<file path="src/hdl/preg_pkg.sv">
package preg_pkg;

  // ------------------------------------------------------------------
  // Slot counts and field widths
  // ------------------------------------------------------------------
  localparam int DISPATCH_SLOTS = 4;
  localparam int RETIRE_SLOTS   = 3;

  localparam int IID_W  = 7;
  localparam int AREG_W = 5;
  localparam int PREG_W = 7;

  // Lengths of the one-hot release and recovery vectors
  localparam int PREG_NUM = 96;
  localparam int AREG_NUM = 32;

  // ------------------------------------------------------------------
  // Field types
  // ------------------------------------------------------------------
  typedef logic [IID_W-1:0]  iid_t;
  typedef logic [AREG_W-1:0] areg_t;
  typedef logic [PREG_W-1:0] preg_t;

  // ------------------------------------------------------------------
  // State encodings
  // ------------------------------------------------------------------
  // Lifecycle of one physical register, one-hot
  //   DEALLOC   free, may be handed out again
  //   WF_ALLOC  sitting in the allocation queue
  //   ALLOC     owned by an in-flight producer
  //   RETIRE    producer retired, register still mapped
  //   RELEASE   released but write-back still pending
  typedef enum logic [4:0] {
    DEALLOC  = 5'b00001,
    WF_ALLOC = 5'b00010,
    ALLOC    = 5'b00100,
    RETIRE   = 5'b01000,
    RELEASE  = 5'b10000
  } lifecycle_e;

  // Write-back status of the register value
  typedef enum logic {
    IDLE = 1'b0,
    WB   = 1'b1
  } wb_e;

endpackage

</file>
<file path="src/hdl/dispatch_capture.sv">
module dispatch_capture (
  input  logic                sm_clk,
  input  logic                cpurst_b,
  input  logic [preg_pkg::DISPATCH_SLOTS-1:0] create_sel,
  input  preg_pkg::iid_t      dis_iid      [preg_pkg::DISPATCH_SLOTS],
  input  preg_pkg::areg_t     dis_dst_reg  [preg_pkg::DISPATCH_SLOTS],
  input  preg_pkg::preg_t     dis_rel_preg [preg_pkg::DISPATCH_SLOTS],
  output logic                create_vld,
  output preg_pkg::iid_t      iid,
  output preg_pkg::areg_t     dst_reg,
  output preg_pkg::preg_t     rel_preg
);

  preg_pkg::iid_t  sel_iid;
  preg_pkg::areg_t sel_dst_reg;
  preg_pkg::preg_t sel_rel_preg;

  assign create_vld = |create_sel;

  // Slot mux, select is one-hot so an OR of the chosen fields is enough
  always_comb begin
    sel_iid      = '0;
    sel_dst_reg  = '0;
    sel_rel_preg = '0;
    for (int i = 0; i < preg_pkg::DISPATCH_SLOTS; i++) begin
      if (create_sel[i]) begin
        sel_iid      = sel_iid | dis_iid[i];
        sel_dst_reg  = sel_dst_reg | dis_dst_reg[i];
        sel_rel_preg = sel_rel_preg | dis_rel_preg[i];
      end
    end
  end

  // ------------------------------------------------------------------
  // Entry information registers
  // ------------------------------------------------------------------
  always_ff @(posedge sm_clk or negedge cpurst_b) begin
    if (!cpurst_b) begin
      iid      <= '0;
      dst_reg  <= '0;
      rel_preg <= '0;
    end else if (create_vld) begin
      iid      <= sel_iid;
      dst_reg  <= sel_dst_reg;
      rel_preg <= sel_rel_preg;
    end
  end

  // Dispatch never hands the same register to two slots at once
  a_create_sel_onehot0 : assert property (
    @(posedge sm_clk) disable iff (!cpurst_b)
    $onehot0(create_sel)
  );

endmodule

</file>
<file path="src/hdl/retire_match.sv">
module retire_match (
  input  logic                sm_clk,
  input  logic                cpurst_b,
  input  logic                alloc_state,
  input  preg_pkg::iid_t      iid,
  input  logic [preg_pkg::RETIRE_SLOTS-1:0] retire_updt_vld,
  input  preg_pkg::iid_t      retire_updt_iid [preg_pkg::RETIRE_SLOTS],
  input  logic [preg_pkg::RETIRE_SLOTS-1:0] retire_preg_vld,
  output logic                retire_vld
);

  logic [preg_pkg::RETIRE_SLOTS-1:0] match;
  logic [preg_pkg::RETIRE_SLOTS-1:0] match_updt;
  logic [preg_pkg::RETIRE_SLOTS-1:0] slot_hit;

  // ------------------------------------------------------------------
  // Early id compare
  // ------------------------------------------------------------------
  // Done one cycle ahead of the retire to keep the compare off the
  // path from retire valid to the release request
  always_comb begin
    for (int k = 0; k < preg_pkg::RETIRE_SLOTS; k++) begin
      match_updt[k] = alloc_state && (iid == retire_updt_iid[k]);
    end
  end

  // Flag only moves when its slot presents a new id
  always_ff @(posedge sm_clk or negedge cpurst_b) begin
    if (!cpurst_b) begin
      match <= '0;
    end else begin
      for (int k = 0; k < preg_pkg::RETIRE_SLOTS; k++) begin
        if (retire_updt_vld[k]) begin
          match[k] <= match_updt[k];
        end
      end
    end
  end

  // ------------------------------------------------------------------
  // Retire confirm
  // ------------------------------------------------------------------
  assign slot_hit   = retire_preg_vld & match;
  assign retire_vld = |slot_hit;

endmodule

</file>
<file path="src/hdl/preg_lifecycle_fsm.sv">
module preg_lifecycle_fsm (
  input  logic sm_clk,
  input  logic cpurst_b,
  input  logic flush,
  input  logic dealloc_vld,
  input  logic create_vld,
  input  logic retire_vld,
  input  logic release_vld,
  input  logic wb_done,
  output logic dealloc_state,
  output logic alloc_state,
  output logic retire_state,
  output logic release_state
);

  preg_pkg::lifecycle_e state;
  preg_pkg::lifecycle_e next_state;

  always_ff @(posedge sm_clk or negedge cpurst_b) begin
    if (!cpurst_b) begin
      state <= preg_pkg::DEALLOC;
    end else begin
      state <= next_state;
    end
  end

  // ------------------------------------------------------------------
  // Transition rules
  // ------------------------------------------------------------------
  // Flush wins over every other event in the states it applies to
  always_comb begin
    next_state = state;
    case (state)
      preg_pkg::DEALLOC: begin
        if (dealloc_vld && !flush) begin
          next_state = preg_pkg::WF_ALLOC;
        end
      end
      preg_pkg::WF_ALLOC: begin
        if (flush) begin
          next_state = preg_pkg::DEALLOC;
        end else if (create_vld) begin
          next_state = preg_pkg::ALLOC;
        end
      end
      preg_pkg::ALLOC: begin
        if (flush) begin
          next_state = preg_pkg::DEALLOC;
        end else if (release_vld) begin
          next_state = wb_done ? preg_pkg::DEALLOC : preg_pkg::RELEASE;
        end else if (retire_vld) begin
          next_state = preg_pkg::RETIRE;
        end
      end
      preg_pkg::RETIRE: begin
        if (release_vld) begin
          next_state = wb_done ? preg_pkg::DEALLOC : preg_pkg::RELEASE;
        end
      end
      preg_pkg::RELEASE: begin
        // Wait for the last write-back before freeing
        if (wb_done) begin
          next_state = preg_pkg::DEALLOC;
        end
      end
      default: begin
        next_state = preg_pkg::DEALLOC;
      end
    endcase
  end

  assign dealloc_state = (state == preg_pkg::DEALLOC);
  assign alloc_state   = (state == preg_pkg::ALLOC);
  assign retire_state  = (state == preg_pkg::RETIRE);
  assign release_state = (state == preg_pkg::RELEASE);

  a_state_onehot : assert property (
    @(posedge sm_clk) disable iff (!cpurst_b)
    $onehot(state)
  );

endmodule

</file>
<file path="src/hdl/preg_wb_fsm.sv">
module preg_wb_fsm (
  input  logic sm_clk,
  input  logic cpurst_b,
  input  logic wb_vld,
  input  logic create_vld,
  input  logic dealloc_state,
  output logic wb_done
);

  preg_pkg::wb_e state;
  preg_pkg::wb_e next_state;

  // A new producer always starts out not written back
  always_ff @(posedge sm_clk or negedge cpurst_b) begin
    if (!cpurst_b) begin
      state <= preg_pkg::IDLE;
    end else if (create_vld) begin
      state <= preg_pkg::IDLE;
    end else begin
      state <= next_state;
    end
  end

  always_comb begin
    next_state = state;
    case (state)
      preg_pkg::IDLE: begin
        if (wb_vld) begin
          next_state = preg_pkg::WB;
        end
      end
      preg_pkg::WB: begin
        // Back to idle once the lifecycle has freed the register
        if (dealloc_state) begin
          next_state = preg_pkg::IDLE;
        end
      end
      default: begin
        next_state = preg_pkg::IDLE;
      end
    endcase
  end

  assign wb_done = (state == preg_pkg::WB);

  // Nothing writes a register that has no producer
  a_no_wb_when_free : assert property (
    @(posedge sm_clk) disable iff (!cpurst_b)
    !(wb_vld && dealloc_state)
  );

endmodule

</file>
<file path="src/hdl/preg_release_decode.sv">
module preg_release_decode (
  input  preg_pkg::preg_t                rel_preg,
  input  preg_pkg::areg_t                dst_reg,
  input  logic                           alloc_state,
  input  logic                           retire_state,
  input  logic                           release_state,
  input  logic                           retire_vld,
  input  logic                           wb_done,
  output logic [preg_pkg::PREG_NUM-1:0]  rel_preg_expand,
  output logic [preg_pkg::AREG_NUM-1:0]  dreg,
  output logic                           retired_released_wb
);

  logic [preg_pkg::PREG_NUM-1:0] rel_onehot;
  logic [preg_pkg::AREG_NUM-1:0] dst_onehot;
  logic                          rel_retire_vld;
  logic                          retiring;

  // ------------------------------------------------------------------
  // Release request for the old mapping
  // ------------------------------------------------------------------
  assign rel_onehot = {{(preg_pkg::PREG_NUM-1){1'b0}}, 1'b1} << rel_preg;

  // Match flags already carry the ALLOC check from one cycle earlier
  assign rel_retire_vld  = alloc_state && retire_vld;
  assign rel_preg_expand = {preg_pkg::PREG_NUM{rel_retire_vld}} & rel_onehot;

  // ------------------------------------------------------------------
  // Rename table recovery
  // ------------------------------------------------------------------
  assign dst_onehot = {{(preg_pkg::AREG_NUM-1){1'b0}}, 1'b1} << dst_reg;
  assign dreg       = {preg_pkg::AREG_NUM{retire_state}} & dst_onehot;

  // Written-back report, also covers the retiring cycle itself
  assign retiring            = rel_retire_vld || retire_state || release_state;
  assign retired_released_wb = retiring ? wb_done : 1'b1;

endmodule

</file>
<file path="src/hdl/preg_entry.sv">
module preg_entry (
  input  logic                                sm_clk,
  input  logic                                cpurst_b,
  input  logic                                flush,
  input  logic                                dealloc_vld,
  input  logic [preg_pkg::DISPATCH_SLOTS-1:0] create_sel,
  input  preg_pkg::iid_t                      dis_iid      [preg_pkg::DISPATCH_SLOTS],
  input  preg_pkg::areg_t                     dis_dst_reg  [preg_pkg::DISPATCH_SLOTS],
  input  preg_pkg::preg_t                     dis_rel_preg [preg_pkg::DISPATCH_SLOTS],
  input  logic [preg_pkg::RETIRE_SLOTS-1:0]   retire_updt_vld,
  input  preg_pkg::iid_t                      retire_updt_iid [preg_pkg::RETIRE_SLOTS],
  input  logic [preg_pkg::RETIRE_SLOTS-1:0]   retire_preg_vld,
  input  logic                                release_vld,
  input  logic                                wb_vld,
  output logic                                cur_state_dealloc,
  output logic [preg_pkg::PREG_NUM-1:0]       rel_preg_expand,
  output logic [preg_pkg::AREG_NUM-1:0]       dreg,
  output logic                                retired_released_wb
);

  logic            create_vld;
  preg_pkg::iid_t  iid;
  preg_pkg::areg_t dst_reg;
  preg_pkg::preg_t rel_preg;
  logic            retire_vld;
  logic            alloc_state;
  logic            retire_state;
  logic            release_state;
  logic            wb_done;

  // ------------------------------------------------------------------
  // Input side
  // ------------------------------------------------------------------
  dispatch_capture u_dispatch_capture (
    .sm_clk       (sm_clk),
    .cpurst_b     (cpurst_b),
    .create_sel   (create_sel),
    .dis_iid      (dis_iid),
    .dis_dst_reg  (dis_dst_reg),
    .dis_rel_preg (dis_rel_preg),
    .create_vld   (create_vld),
    .iid          (iid),
    .dst_reg      (dst_reg),
    .rel_preg     (rel_preg)
  );

  retire_match u_retire_match (
    .sm_clk          (sm_clk),
    .cpurst_b        (cpurst_b),
    .alloc_state     (alloc_state),
    .iid             (iid),
    .retire_updt_vld (retire_updt_vld),
    .retire_updt_iid (retire_updt_iid),
    .retire_preg_vld (retire_preg_vld),
    .retire_vld      (retire_vld)
  );

  // ------------------------------------------------------------------
  // State machines
  // ------------------------------------------------------------------
  preg_lifecycle_fsm u_preg_lifecycle_fsm (
    .sm_clk        (sm_clk),
    .cpurst_b      (cpurst_b),
    .flush         (flush),
    .dealloc_vld   (dealloc_vld),
    .create_vld    (create_vld),
    .retire_vld    (retire_vld),
    .release_vld   (release_vld),
    .wb_done       (wb_done),
    .dealloc_state (cur_state_dealloc),
    .alloc_state   (alloc_state),
    .retire_state  (retire_state),
    .release_state (release_state)
  );

  preg_wb_fsm u_preg_wb_fsm (
    .sm_clk        (sm_clk),
    .cpurst_b      (cpurst_b),
    .wb_vld        (wb_vld),
    .create_vld    (create_vld),
    .dealloc_state (cur_state_dealloc),
    .wb_done       (wb_done)
  );

  // Output side
  preg_release_decode u_preg_release_decode (
    .rel_preg            (rel_preg),
    .dst_reg             (dst_reg),
    .alloc_state         (alloc_state),
    .retire_state        (retire_state),
    .release_state       (release_state),
    .retire_vld          (retire_vld),
    .wb_done             (wb_done),
    .rel_preg_expand     (rel_preg_expand),
    .dreg                (dreg),
    .retired_released_wb (retired_released_wb)
  );

endmodule

</file>
<file path="config.mk">
export PLATFORM = sky130hd
export DESIGN_NAME = preg_entry
export DESIGN_NICKNAME = d
export VERILOG_FILES = /design/src/hdl/preg_pkg.sv /design/src/hdl/dispatch_capture.sv /design/src/hdl/retire_match.sv /design/src/hdl/preg_lifecycle_fsm.sv /design/src/hdl/preg_wb_fsm.sv /design/src/hdl/preg_release_decode.sv /design/src/hdl/preg_entry.sv
export SDC_FILE = /design/constraint.sdc
export NUM_CORES = 1
export LEC_CHECK = 0
export ABC_AREA = 1
export BUFFER_PORTS_ARGS = -buffer_cell sky130_fd_sc_hd__clkbuf_2
export CAP_MARGIN = 20
export CELL_PAD_IN_SITES_DETAIL_PLACEMENT = 1
export CELL_PAD_IN_SITES_GLOBAL_PLACEMENT = 1
export CORE_MARGIN = 2
export CORE_UTILIZATION = 23
export CTS_CLUSTER_DIAMETER = 200
export CTS_CLUSTER_SIZE = 30
export DETAILED_ROUTE_END_ITERATION = 6
export PLACE_DENSITY = 0.81
export SKIP_LAST_GASP = 1
export SYNTH_ARGS = -nofsm -noshare
export SYNTH_HDL_FRONTEND = slang
export SYNTH_SLANG_ARGS = --single-unit
</file>
<file path="constraint.sdc">
create_clock -name sm_clk -period 1.6 [get_ports sm_clk]
set_input_delay 0.16 -clock sm_clk [delete_from_list [all_inputs] [get_ports sm_clk]]
set_output_delay 0.16 -clock sm_clk [all_outputs]
set_load 0.1 [all_outputs]
</file>
==> metrics.md, run 1 <==
| Metric | Value |
|---|---|
| Final Critical Period | 2.17 ns |
| Setup Viol. Count Final | 134 |
| Layout cells sized above 1 | 62.0% |
| Peak fanout along the critical path | 10 |
| Clock Tree Buf Depth | 2 |
| Max frequency | 461 MHz |
| All-Layer GR Usage | 29.3% |
| Via count | 5,468 |
| PwrDens | 383 mW/mm² |
| Initial antenna violation count | 0 |
| Crit path kind | reg2out |
| Number of global-route vias before repair | 5,869 |
| Failing checks | negative setup slack |
| Share of the synthesized area in the top cell type | 21.2% |
| CTS root buf | clkbuf_16 |
| VDD IR max | 413 µV |
| Status | finished with violations |
| Hold_sp | dis_dst_reg[7] |
| Vias per cell | 5.08 |
| Largest family of logic cells by synthesized area | simple AND/OR/NAND/NOR gates |
| Post-synth top area cell | dfrtp_1 |
| Die width | 122 µm |
| Pleak | 3.48 nW |
| CP Capture Type | output pin |
| Die area | 0.0148 mm² |
| Final nets | 1,011 |
| Diodes inserted | 0 |
| Fraction of power spent switching nets | 42.7% |
| Max-Cap Viols | 0 |
| Psw | 0.00145 W |
| Port Buffers | 242 |
| Initial Util | 23.3% |
| Synth warn | 0 |
| Clock Latency Late Sink | 0.26 ns |
| Gate Count Post-Synth | 572 |
| Period utilisation layout | 136% |
| Final Non-Filler Cells | 1,077 |
| Core footprint | 0.0137 mm² |
| Endpoints failing hold | 0 |
| Slowest Stage Delay on Critical Path | 0.41 ns |
| Post-Synth Simple-Gate Area | 56.8% |
| Total negative slack | -60.17 ns |
| Sequential cell fraction of total power | 26.5% |
| CP Launch Point | u_preg_lifecycle_fsm.state[1] |
| Rows | 43 |
| First-pass GRT wire length | 33.4 mm |
| Internal | 0.00194 W |
| Post-Synth XOR/XNOR Area | 1.65% |
| Max Slew Vio Count | 0 |
| GRT overflow | 0 |
| Num CTS Buffers | 3 |
| Post-synthesis sequential area ratio | 22.0% |
| Post-route ant nets | 0 |
| Mux cell area share after synthesis | 0% |
| I/O pin count | 243 |
| Yosys reg bits | 28 |
| Final worst slack | -0.570 ns |
| Clock power share | 18.5% |
| TritonCTS clock tree | yes |
| Avg Cell Area, Syn | 5.58 µm² |
| Number of remaining DRC errors | 0 |
| H-tree levels | 1 |
| DR WL/cell | 22.2 µm |
| R2R Path Start | u_preg_lifecycle_fsm.state[0] |
| Pin count of the biggest net entering global routing | 29 |
| Top Registers | u_dispatch_capture.iid: 7 flops, u_dispatch_capture.rel_preg: 7 flops |
| Worst Path Required | 1.44 ns |
| Worst Setup Start Kind | flip-flop |
| Post-Syn Area | 0.00319 mm² |
| RSZ-0062 raised after global routing | yes |
| CP dominant cell by count | nor2_4 |
| Yosys cell types | 27 |
| GPL Wtd Cong | 0.855 |
| Syn Nets | 685 |
| Post-DP HPWL | 17.3 mm |
| Worst path slowest cell | dfrtp_1 |
| Combinational share of power | 55.1% |
| Worst-path clk slew | 0.07 ns |
| DR iter-0 viols | 238 |
| Hold Path Class | in2reg |
| WL final | 23.9 mm |
| Arrival @ worst endpoint | 2.01 ns |
| Skew final | 0.00736 ns |
| Cell total after placement | 1,035 |
| CTS sink count | 28 |
| Slew @ Worst Pin | 0.595 ns |
| Area Overhead vs Synth | 178% |
| Slew headroom | 60.3% |
| Die height | 122 µm |
| Synth Area in Compound Gates | 7.95% |
| Worst-path cell chain | nor2_4, nand2_2, nor2_4, inv_2, nor2_4, inv_2, nor2_4, nand2_4, buf_12, nor2_4, buf_12 |
| Adder-cell share of the synthesized area | 0% |
| Ranking of synthesized cells by area | dfrtp_1 21%, nand2_1 19%, nor2_1 18% |
| Pre-antenna DRT Iters | 4 |
==> layer usage <==
layer	GRT usage, %	part of all wire (%)	vias up
met2	58.4	54	264
li1	-	-	2497
met3	5.85	6.7	83
met1	29.0	33	2624
met5	0	0	-
met4	11.9	6.2	0
==> final timing paths <==
kind                                                      end  slack, ns  cells after the start
worst max-delay path                      rel_preg_expand[40]      -0.57                     11
worst min-delay path            u_dispatch_capture.dst_reg[2]       0.12                      3
worst max register to register  u_preg_lifecycle_fsm.state[1]      -0.27                     11
worst min register to register      u_dispatch_capture.iid[5]       0.49                      2
max in group asynchronous       u_preg_lifecycle_fsm.state[0]       0.83                      3
min in group asynchronous           u_dispatch_capture.iid[3]       0.45                      3
==> critical path, delay by kind of cell (launching register included) <==
family                 cells  cell delay (ns)
buffers and inverters      4             0.52
DFF                        1             0.41
and+or+nand+nor            7             0.80
==> cell usage in the layout (no fill, tap or decap), types with 4 or more instances in the layout <==
master and instances:
buf_6 33, inv_1 33, buf_4 69, a221oi_1 19, nor2_2 12, nand2_2 7, nand3_1 34, nand4_1 36
dfrtp_1 24, clkbuf_16 4, o21ai_0 7, nor2_4 136, inv_2 9, buf_16 4, clkbuf_2 112, nand2_1 152
nand3_2 8, o22ai_1 4, buf_12 140, nor2_1 18
==> kinds of logic (layout without fill, tap and decap cells) <==
family                    count (synthesis)  after routing
and+or+nand+nor                         420            420
buffers and inverters                    83            408
AOI/OAI and AO/OA                        35             35
DFF                                      28             28
xor gates and xnor gates                  6              6
==> metrics by stage <==
stage	hold WS, ns	power [W]	area (µm²)	setup WS [ns]	utilization (%)
after floorplan	-0.136	0.00168	4260	-0.442	-
after global routing	0.130	0.00357	8870	-0.679	64.6
after CTS	0.119	0.00319	8560	-0.483	62.4
after global placement	0.186	0.00225	8100	-0.163	59.0
final	0.119	0.00339	8870	-0.570	64.6
after detailed placement	0.213	0.00234	8100	-0.305	59.0
==> cells in the mapped netlist <==
library cell and n:
nand2_1 160, nor2_1 150, nand3_1 45, inv_1 40, nand4_1 36, dfrtp_1 27, clkbuf_1 23, a221oi_1 19
nor2_2 12, o21ai_0 8, buf_6 7, nor3_1 6, buf_1 5, inv_2 4, nor2_4 4, o22ai_1 4
or2_2 4, a21oi_1 3, buf_2 3, xnor2_1 3, xor2_1 3, and2_1 1, buf_4 1, dfstp_2 1
nand2_2 1, nand2_4 1, o211ai_1 1
==> layout make-up <==
| type | count | area [µm²] |
|---|---|---|
| clock buffer | 4 | 88.8 |
| inverter | 44 | 171 |
| sequential | 28 | 706 |
| fill | 1505 | 4850 |
| multi-input combinational | 461 | 3280 |
| tap | 180 | 225 |
| timing repair buffer | 360 | 4400 |
==> power by group through the flow <==
stage	logic [W]	clock network [W]	registers (W)
2_1_floorplan	0.000809	0	0.000868
3_3_place_gp	0.00136	0	0.000890
3_5_place_dp	0.00144	0	0.000899
4_1_cts	0.00167	0.000634	0.000889
5_1_grt	0.00199	0.000667	0.000909
6_report	0.00187	0.000626	0.000898
==> what timing repair did <==
item                                   4_1_cts  5_1_grt
cloned                                       3        1
setup endpoints to repair                  130      135
hold buffers                                 1        0
endpoints found under the hold margin       27        0
pin swaps                                   16       26
setup buffers                               17       16
gates resized for setup                     43       46
Note: power is estimated with default switching activity, not from simulation.
==> run 2, diff against run 1 <==
--- a/config.mk
+++ b/config.mk
@@ -10,6 +10,7 @@
 export CAP_MARGIN = 20
 export CELL_PAD_IN_SITES_DETAIL_PLACEMENT = 1
 export CELL_PAD_IN_SITES_GLOBAL_PLACEMENT = 1
+export CORE_ASPECT_RATIO = 0.5
 export CORE_MARGIN = 2
 export CORE_UTILIZATION = 23
 export CTS_CLUSTER_DIAMETER = 200
==> metrics.md, run 2 (same netlist as run 1, synthesis figures left out) <==
| Metric | Value |
|---|---|
| Status | finished with violations |
| Failing checks | negative setup slack |
| TritonCTS clock tree | yes |
| Slew @ Worst Pin | 1.27 ns (+0.679 ns) |
| Core footprint | 0.0136 mm² (-1.2%) |
| Combinational share of power | 59.1% (+4.0 points) |
| Final nets | 1,003 (-0.79%) |
| CTS root buf | clkbuf_16 |
| Clock power share | 17.1% (-1.4 points) |
| Port Buffers | 242 (unchanged) |
| Clock Tree Buf Depth | 2 (unchanged) |
| Fraction of power spent switching nets | 49.3% (+6.5 points) |
| Filler cells | 1,515 (+0.66%) |
| Final core utilization | 64.9% (+0.29 points) |
| First-pass GRT wire length | 41.1 mm (+23%) |
| Number of remaining DRC errors | 0 (unchanged) |
| Post-DP HPWL | 18.2 mm (+5.6%) |
| WL final | 32.9 mm (+38%) |
| VDD IR max | 450 µV (+8.9%) |
| Worst Path Required | 1.44 ns (about the same) |
| PwrDens | 441 mW/mm² (+15%) |
| Arrival @ worst endpoint | 2.38 ns (+0.37 ns) |
| Die width | 171 µm (+40%) |
| Post-route ant nets | 0 (unchanged) |
| DR WL/cell | 30.4 µm (+37%) |
| Total negative slack | -91.69 ns (-31.52 ns) |
| Commonest non-fill, non-tap cell in the layout | nand2_1 |
| Final hold slack | 0.122 ns (+0.00392 ns) |
| Most frequent cells in the layout | 150 x nand2_1, 141 x buf_12, 137 x nor2_4 |
| Period utilisation layout | 158% (+23 points) |
| Endpoints failing hold | 0 (unchanged) |
| Die area | 0.0149 mm² (+0.39%) |
| GRT overflow | 0 (unchanged) |
| Number of global-route vias before repair | 6,555 (+12%) |
| Hold Path Class | in2reg |
| Slew headroom | 15.0% (-45 points) |
| CTS sink count | 28 (unchanged) |
| Register area | 706 µm² (unchanged) |
| Layout cells sized above 1 | 61.2% (-0.79 points) |
| Num CTS Buffers | 3 (unchanged) |
| CP Capture Type | output pin |
| Area taken by multi-input logic gates | 0.00328 mm² (about the same) |
| Worst-path clk slew | 0.10 ns (+0.03 ns) |
| Pleak | 3.44 nW (-1.2%) |
| Area Overhead vs Synth | 176% |
| Max frequency | 394 MHz (-14%) |
| Sequential cell fraction of total power | 23.8% (-2.7 points) |
| Initial antenna violation count | 4 (+4) |
| Initial Util | 23.6% (+0.29 points) |
| All-Layer GR Usage | 37.0% (+7.8 points) |
| Peak fanout along the critical path | 4 (-6) |
| Top Registers | u_dispatch_capture.iid: 7 flops, u_dispatch_capture.rel_preg: 7 flops |
| Vias per cell | 5.86 (+15%) |
| Worst-path cell chain | nor2_2, nand3_1, nor2_1, nand2_1, nor2_4, buf_12 |
| Final worst slack | -0.935 ns (-0.365 ns) |
| I/O pin count | 243 (unchanged) |
| Clock Latency Late Sink | 0.29 ns (+0.03 ns) |
| Via count | 6,350 (+16%) |
| Crit path kind | reg2out |
| GPL Wtd Cong | 0.935 (+9.3%) |
| Pre-antenna DRT Iters | 5 (+1) |
| DR iter-0 viols | 641 (+170%) |
| H-tree levels | 1 (unchanged) |
| RSZ-0062 raised after global routing | yes |
| Worst path slowest cell | dfrtp_2 |
| Slowest Stage Delay on Critical Path | 0.49 ns (+0.08 ns) |
| Max Slew Vio Count | 0 (unchanged) |
| Max-Cap Viols | 0 (unchanged) |
| Worst Setup Start Kind | flip-flop |
| Psw | 0.00191 W (+32%) |
| Final Critical Period | 2.54 ns (+0.365 ns) |
| Die height | 87.3 µm (-28%) |
| Internal | 0.00197 W (+1.2%) |
| Setup Viol. Count Final | 138 (+3.0%) |
| Pin count of the biggest net entering global routing | 33 (+14%) |
| Rows | 30 (-30%) |
| Skew final | 0.0212 ns (+0.0138 ns) |
## run 2: changes by cell type in the layout (fill, tap and decap cells not counted), moves of 2 or more
cell,before,now
buf_6,33,17
buf_4,69,75
nor2_2,12,6
nor2_1,18,23
nand3_2,8,4
inv_1,33,30
nand3_1,34,37
diode_2,0,2
nand2_1,152,150
## run 2: final timing paths
check,startpoint,to,slack [ns],depth (start not counted)
hold reg to reg,u_dispatch_capture.iid[4],u_dispatch_capture.iid[4],0.49,2
setup reg to reg,u_preg_lifecycle_fsm.state[0],u_preg_lifecycle_fsm.state[0],-0.44,12
setup / recovery,u_dispatch_capture.rel_preg[0],rel_preg_expand[12],-0.94,6
max in group asynchronous,cpurst_b,u_dispatch_capture.rel_preg[2],0.53,2
min in group asynchronous,cpurst_b,u_preg_lifecycle_fsm.state[2],0.49,2
hold / removal,dis_dst_reg[3],u_dispatch_capture.dst_reg[3],0.12,3
## run 2: worst max-delay path: cells and delay by family, from the launching register on
family	cells	cell delay [ns]
buf+inv	1	0.18
flops	1	0.49
simple gates	5	1.41
## run 2: power groups by stage
| stage | sequential, W | clock, W | combinational, W |
|---|---|---|---|
| after CTS | 0.000898 | 0.000597 | 0.00165 |
| after global routing | 0.000926 | 0.000684 | 0.00234 |
| final | 0.000922 | 0.000664 | 0.00229 |
| after global placement | 0.000890 | 0 | 0.00132 |
| after detailed placement | 0.000909 | 0 | 0.00144 |
| after floorplan | 0.000868 | 0 | 0.000809 |
## run 2: cell type report
type / instances / area share [%]
clock buffer: 4 / 0.896
tap: 192 / 2.73
sequential: 28 / 8.02
antenna: 2 / 0.0569
multi-input combinational: 461 / 37.3
inverter: 44 / 2.02
timing repair buffer: 352 / 49.0
## run 2: what timing repair did
action                                  4_1_cts  5_1_grt
gates resized for setup                      32       44
endpoints found under the setup margin      132      136
pin swaps                                    16       28
buffers inserted                             20       18
hold buffers                                  1        0
hold endpoints to repair                     27        0
cloned                                        4        1
## run 2: metal layers
metal | vias to the layer above | GRT usage [%] | routed length, µm
li1 | 2503 | - | -
met1 | 2983 | 35.4 | 11000
met2 | 575 | 67.6 | 15300
met3 | 283 | 8.36 | 3110
met4 | 6 | 34.7 | 3400
met5 | - | 0 | 34
## run 2: stage by stage
| step | worst slack, ns | power [W] | cells | cell area [µm²] |
|---|---|---|---|---|
| 5_1_grt | -0.902 | 0.00395 | 1081 | 8790 |
| 3_3_place_gp | -0.122 | 0.00221 | 1036 | 8040 |
| 3_5_place_dp | -0.296 | 0.00234 | 1036 | 8040 |
| 2_1_floorplan | -0.442 | 0.00168 | 572 | 4260 |
| 4_1_cts | -0.553 | 0.00314 | 1062 | 8470 |
| 6_report | -0.935 | 0.00388 | 1083 | 8800 |
==> run 3, diff against run 2 <==
--- a/config.mk
+++ b/config.mk
@@ -12,11 +12,12 @@
 export CELL_PAD_IN_SITES_GLOBAL_PLACEMENT = 1
 export CORE_ASPECT_RATIO = 0.5
 export CORE_MARGIN = 2
-export CORE_UTILIZATION = 23
+export CORE_UTILIZATION = 27
 export CTS_CLUSTER_DIAMETER = 200
 export CTS_CLUSTER_SIZE = 30
 export DETAILED_ROUTE_END_ITERATION = 6
-export PLACE_DENSITY = 0.81
+export PLACE_DENSITY = 0.9
+export SKIP_CTS_REPAIR_TIMING = 1
 export SKIP_LAST_GASP = 1
 export SYNTH_ARGS = -nofsm -noshare
 export SYNTH_HDL_FRONTEND = slang
==> constraint.sdc (replaced) <==
create_clock -name sm_clk -period 3.25 [get_ports sm_clk]
set_input_delay 0.325 -clock sm_clk [delete_from_list [all_inputs] [get_ports sm_clk]]
set_output_delay 0.325 -clock sm_clk [all_outputs]
set_load 0.1 [all_outputs]
==> metrics.md, run 3 (same netlist as run 1, synthesis figures left out) <==
| Metric | Value |
|---|---|
| Finished Cell Area | 0.00456 mm² (-48%) |
| Final nets | 900 (-10%) |
| Area Overhead vs Synth | 42.9% |
| Vias per cell | 4.88 (-17%) |
| Initial Util | 27.4% (+3.8 points) |
| I/O pin count | 243 (unchanged) |
| Slowest Stage Delay on Critical Path | 0.54 ns (+0.05 ns) |
| Fraction of power spent switching nets | 40.1% (-9.2 points) |
| Area taken by multi-input logic gates | 0.00212 mm² (-35%) |
| Max Slew Vio Count | 0 (unchanged) |
| Slew @ Worst Pin | 0.887 ns (-0.388 ns) |
| CTS sink count | 28 (unchanged) |
| Number of global-route vias before repair | 4,380 (-33%) |
| Final Critical Period | 2.79 ns |
| Pre-CTS WS | 0.776 ns (+1.07 ns) |
| Top Registers | u_dispatch_capture.iid: 7 flops, u_dispatch_capture.rel_preg: 7 flops |
| Period utilisation layout | 85.8% |
| Port Buffers | 242 (unchanged) |
| Final Non-Filler Cells | 951 (-12%) |
| Arrival @ worst endpoint | 2.46 ns (+0.08 ns) |
| Diodes inserted | 0 (-2) |
| Initial antenna violation count | 0 (-4) |
| Pre-antenna DRT Iters | 4 (-1) |
| Peak fanout along the critical path | 9 (+5) |
| GPL Wtd Cong | 0.879 (-6.0%) |
| Core footprint | 0.0117 mm² (-14%) |
| Internal | 0.000796 W (-60%) |
| Setup Viol. Count Final | 0 (-100%) |
| Rows | 28 (-6.7%) |
| First-pass GRT wire length | 21.6 mm (-47%) |
| CTS root buf | clkbuf_16 |
| Register area | 702 µm² (-0.53%) |
| GRT overflow | 0 (unchanged) |
| CP delay by family, top | simple AND/OR/NAND/NOR gates |
| Endpoints failing hold | 0 (unchanged) |
| Cell total after placement | 947 (-8.6%) |
| Post-route ant nets | 0 (unchanged) |
| VDD IR max | 257 µV (-43%) |
| Worst Path Required | 2.92 ns (+1.48 ns) |
| Worst Setup Start Kind | flip-flop |
| Status | completed |
| Worst path slowest cell | nor3_1 |
| Final worst slack | 0.462 ns (+1.40 ns) |
| Post-DP HPWL | 11.7 mm (-36%) |
| DR WL/cell | 15.0 µm (-50%) |
| Worst-path cell chain | inv_1, nor3_1, buf_4, nand4_1, nor2_1, clkbuf_2 |
| Clock Tree Buf Depth | 2 (unchanged) |
| Number of remaining DRC errors | 0 (unchanged) |
| All-Layer GR Usage | 21.1% (-16 points) |
| Slew headroom | 40.8% (+26 points) |
| Die width | 158 µm (-7.5%) |
| Psw | 0.000533 W (-72%) |
| Hold Path Class | in2async |
| Clock Latency Late Sink | 0.26 ns (-0.03 ns) |
| Total negative slack | 0 ns (+91.69 ns) |
| PwrDens | 291 mW/mm² (-34%) |
| Most frequent cells in the layout | 242 x clkbuf_2, 160 x nand2_1, 150 x nor2_1 |
| TritonCTS clock tree | yes |
| Pin count of the biggest net entering global routing | 33 (unchanged) |
| H-tree levels | 1 (unchanged) |
| Max-Cap Viols | 0 (unchanged) |
| Commonest non-fill, non-tap cell in the layout | clkbuf_2 |
| Sequential cell fraction of total power | 33.3% (+9.5 points) |
| Layout cells sized above 1 | 35.6% (-26 points) |
| Buf+Inv Stages, Crit Path | 3 (+2) |
| Via count | 4,637 (-27%) |
| CP Capture Type | output pin |
| Max frequency | 359 MHz |
| Filler cells | 1,703 (+12%) |
| Num CTS Buffers | 3 (unchanged) |
| Skew final | 0.00856 ns (-0.0126 ns) |
| DR iter-0 viols | 287 (-55%) |
| Crit path kind | reg2out |
| Placed Area | 0.00446 mm² (-45%) |
| Worst-path clk slew | 0.07 ns (-0.03 ns) |
| Combinational share of power | 39.2% (-20 points) |
| Die area | 0.0128 mm² (-14%) |
| WL final | 14.3 mm (-57%) |
| Pleak | 2.32 nW (-32%) |
| RSZ-0062 raised after global routing | no |
| Die height | 80.9 µm (-7.4%) |
| Clock power share | 27.6% (+11 points) |
run 3: cell count changes in the layout (fill, tap and decap cells not counted), sizes merged:
cell	before	now
buf	238	7
clkbuf	117	245
clkinvlp	2	0
diode	2	0
inv	42	44
bufinv	0	1
dlygate4sd3	1	0
run 3: path summary, 6_finish.rpt:
| check | from | slack, ns | cells after the start | endpoint |
|---|---|---|---|---|
| min | cpurst_b | 0.1 | 1 | u_dispatch_capture.rel_preg[6] |
| min in group sm_clk | dis_iid[9] | 0.27 | 3 | u_dispatch_capture.iid[2] |
| min reg2reg | u_dispatch_capture.iid[4] | 0.48 | 2 | u_dispatch_capture.iid[4] |
| max in group asynchronous | cpurst_b | 2.67 | 1 | u_dispatch_capture.dst_reg[0] |
| max reg2reg | u_preg_lifecycle_fsm.state[2] | 1.72 | 8 | u_preg_lifecycle_fsm.state[4] |
| max | u_dispatch_capture.rel_preg[2] | 0.46 | 6 | rel_preg_expand[87] |
run 3: area by class of cell:
class	count	share of cell area [%]
Clock buffer	3	1.65
Clock inverter	1	0.658
Inverter	44	3.62
Multi-Input combinational cell	461	46.5
Sequential cell	28	15.4
Tap cell	165	4.53
Timing Repair Buffer	249	27.7
run 3: per-stage QoR:
stage          hold WS [ns]  utilization, %  total power, W
6_report             0.0965            39.1         0.00133
5_1_grt               0.171            39.1         0.00142
4_1_cts               0.142            39.1         0.00134
3_5_place_dp          0.428            38.2        0.000969
3_3_place_gp          0.421            38.2        0.000951
2_1_floorplan        0.0294               -        0.000784
run 3: metal layers:
| layer | track usage (%) | share of wire (%) | vias to the layer above |
|---|---|---|---|
| met5 | 0 | 0 | - |
| met4 | 5.00 | 1.7 | 0 |
| met3 | 2.45 | 4.7 | 20 |
| met2 | 41.3 | 52 | 132 |
| met1 | 24.8 | 42 | 2203 |
| li1 | - | - | 2282 |
run 3: power by group through the flow:
stage | clock network, W | registers [W] | logic [W]
6_report | 0.000367 | 0.000442 | 0.000520
5_1_grt | 0.000391 | 0.000447 | 0.000579
4_1_cts | 0.000375 | 0.000441 | 0.000522
3_5_place_dp | 0 | 0.000448 | 0.000521
3_3_place_gp | 0 | 0.000444 | 0.000506
2_1_floorplan | 0 | 0.000426 | 0.000358
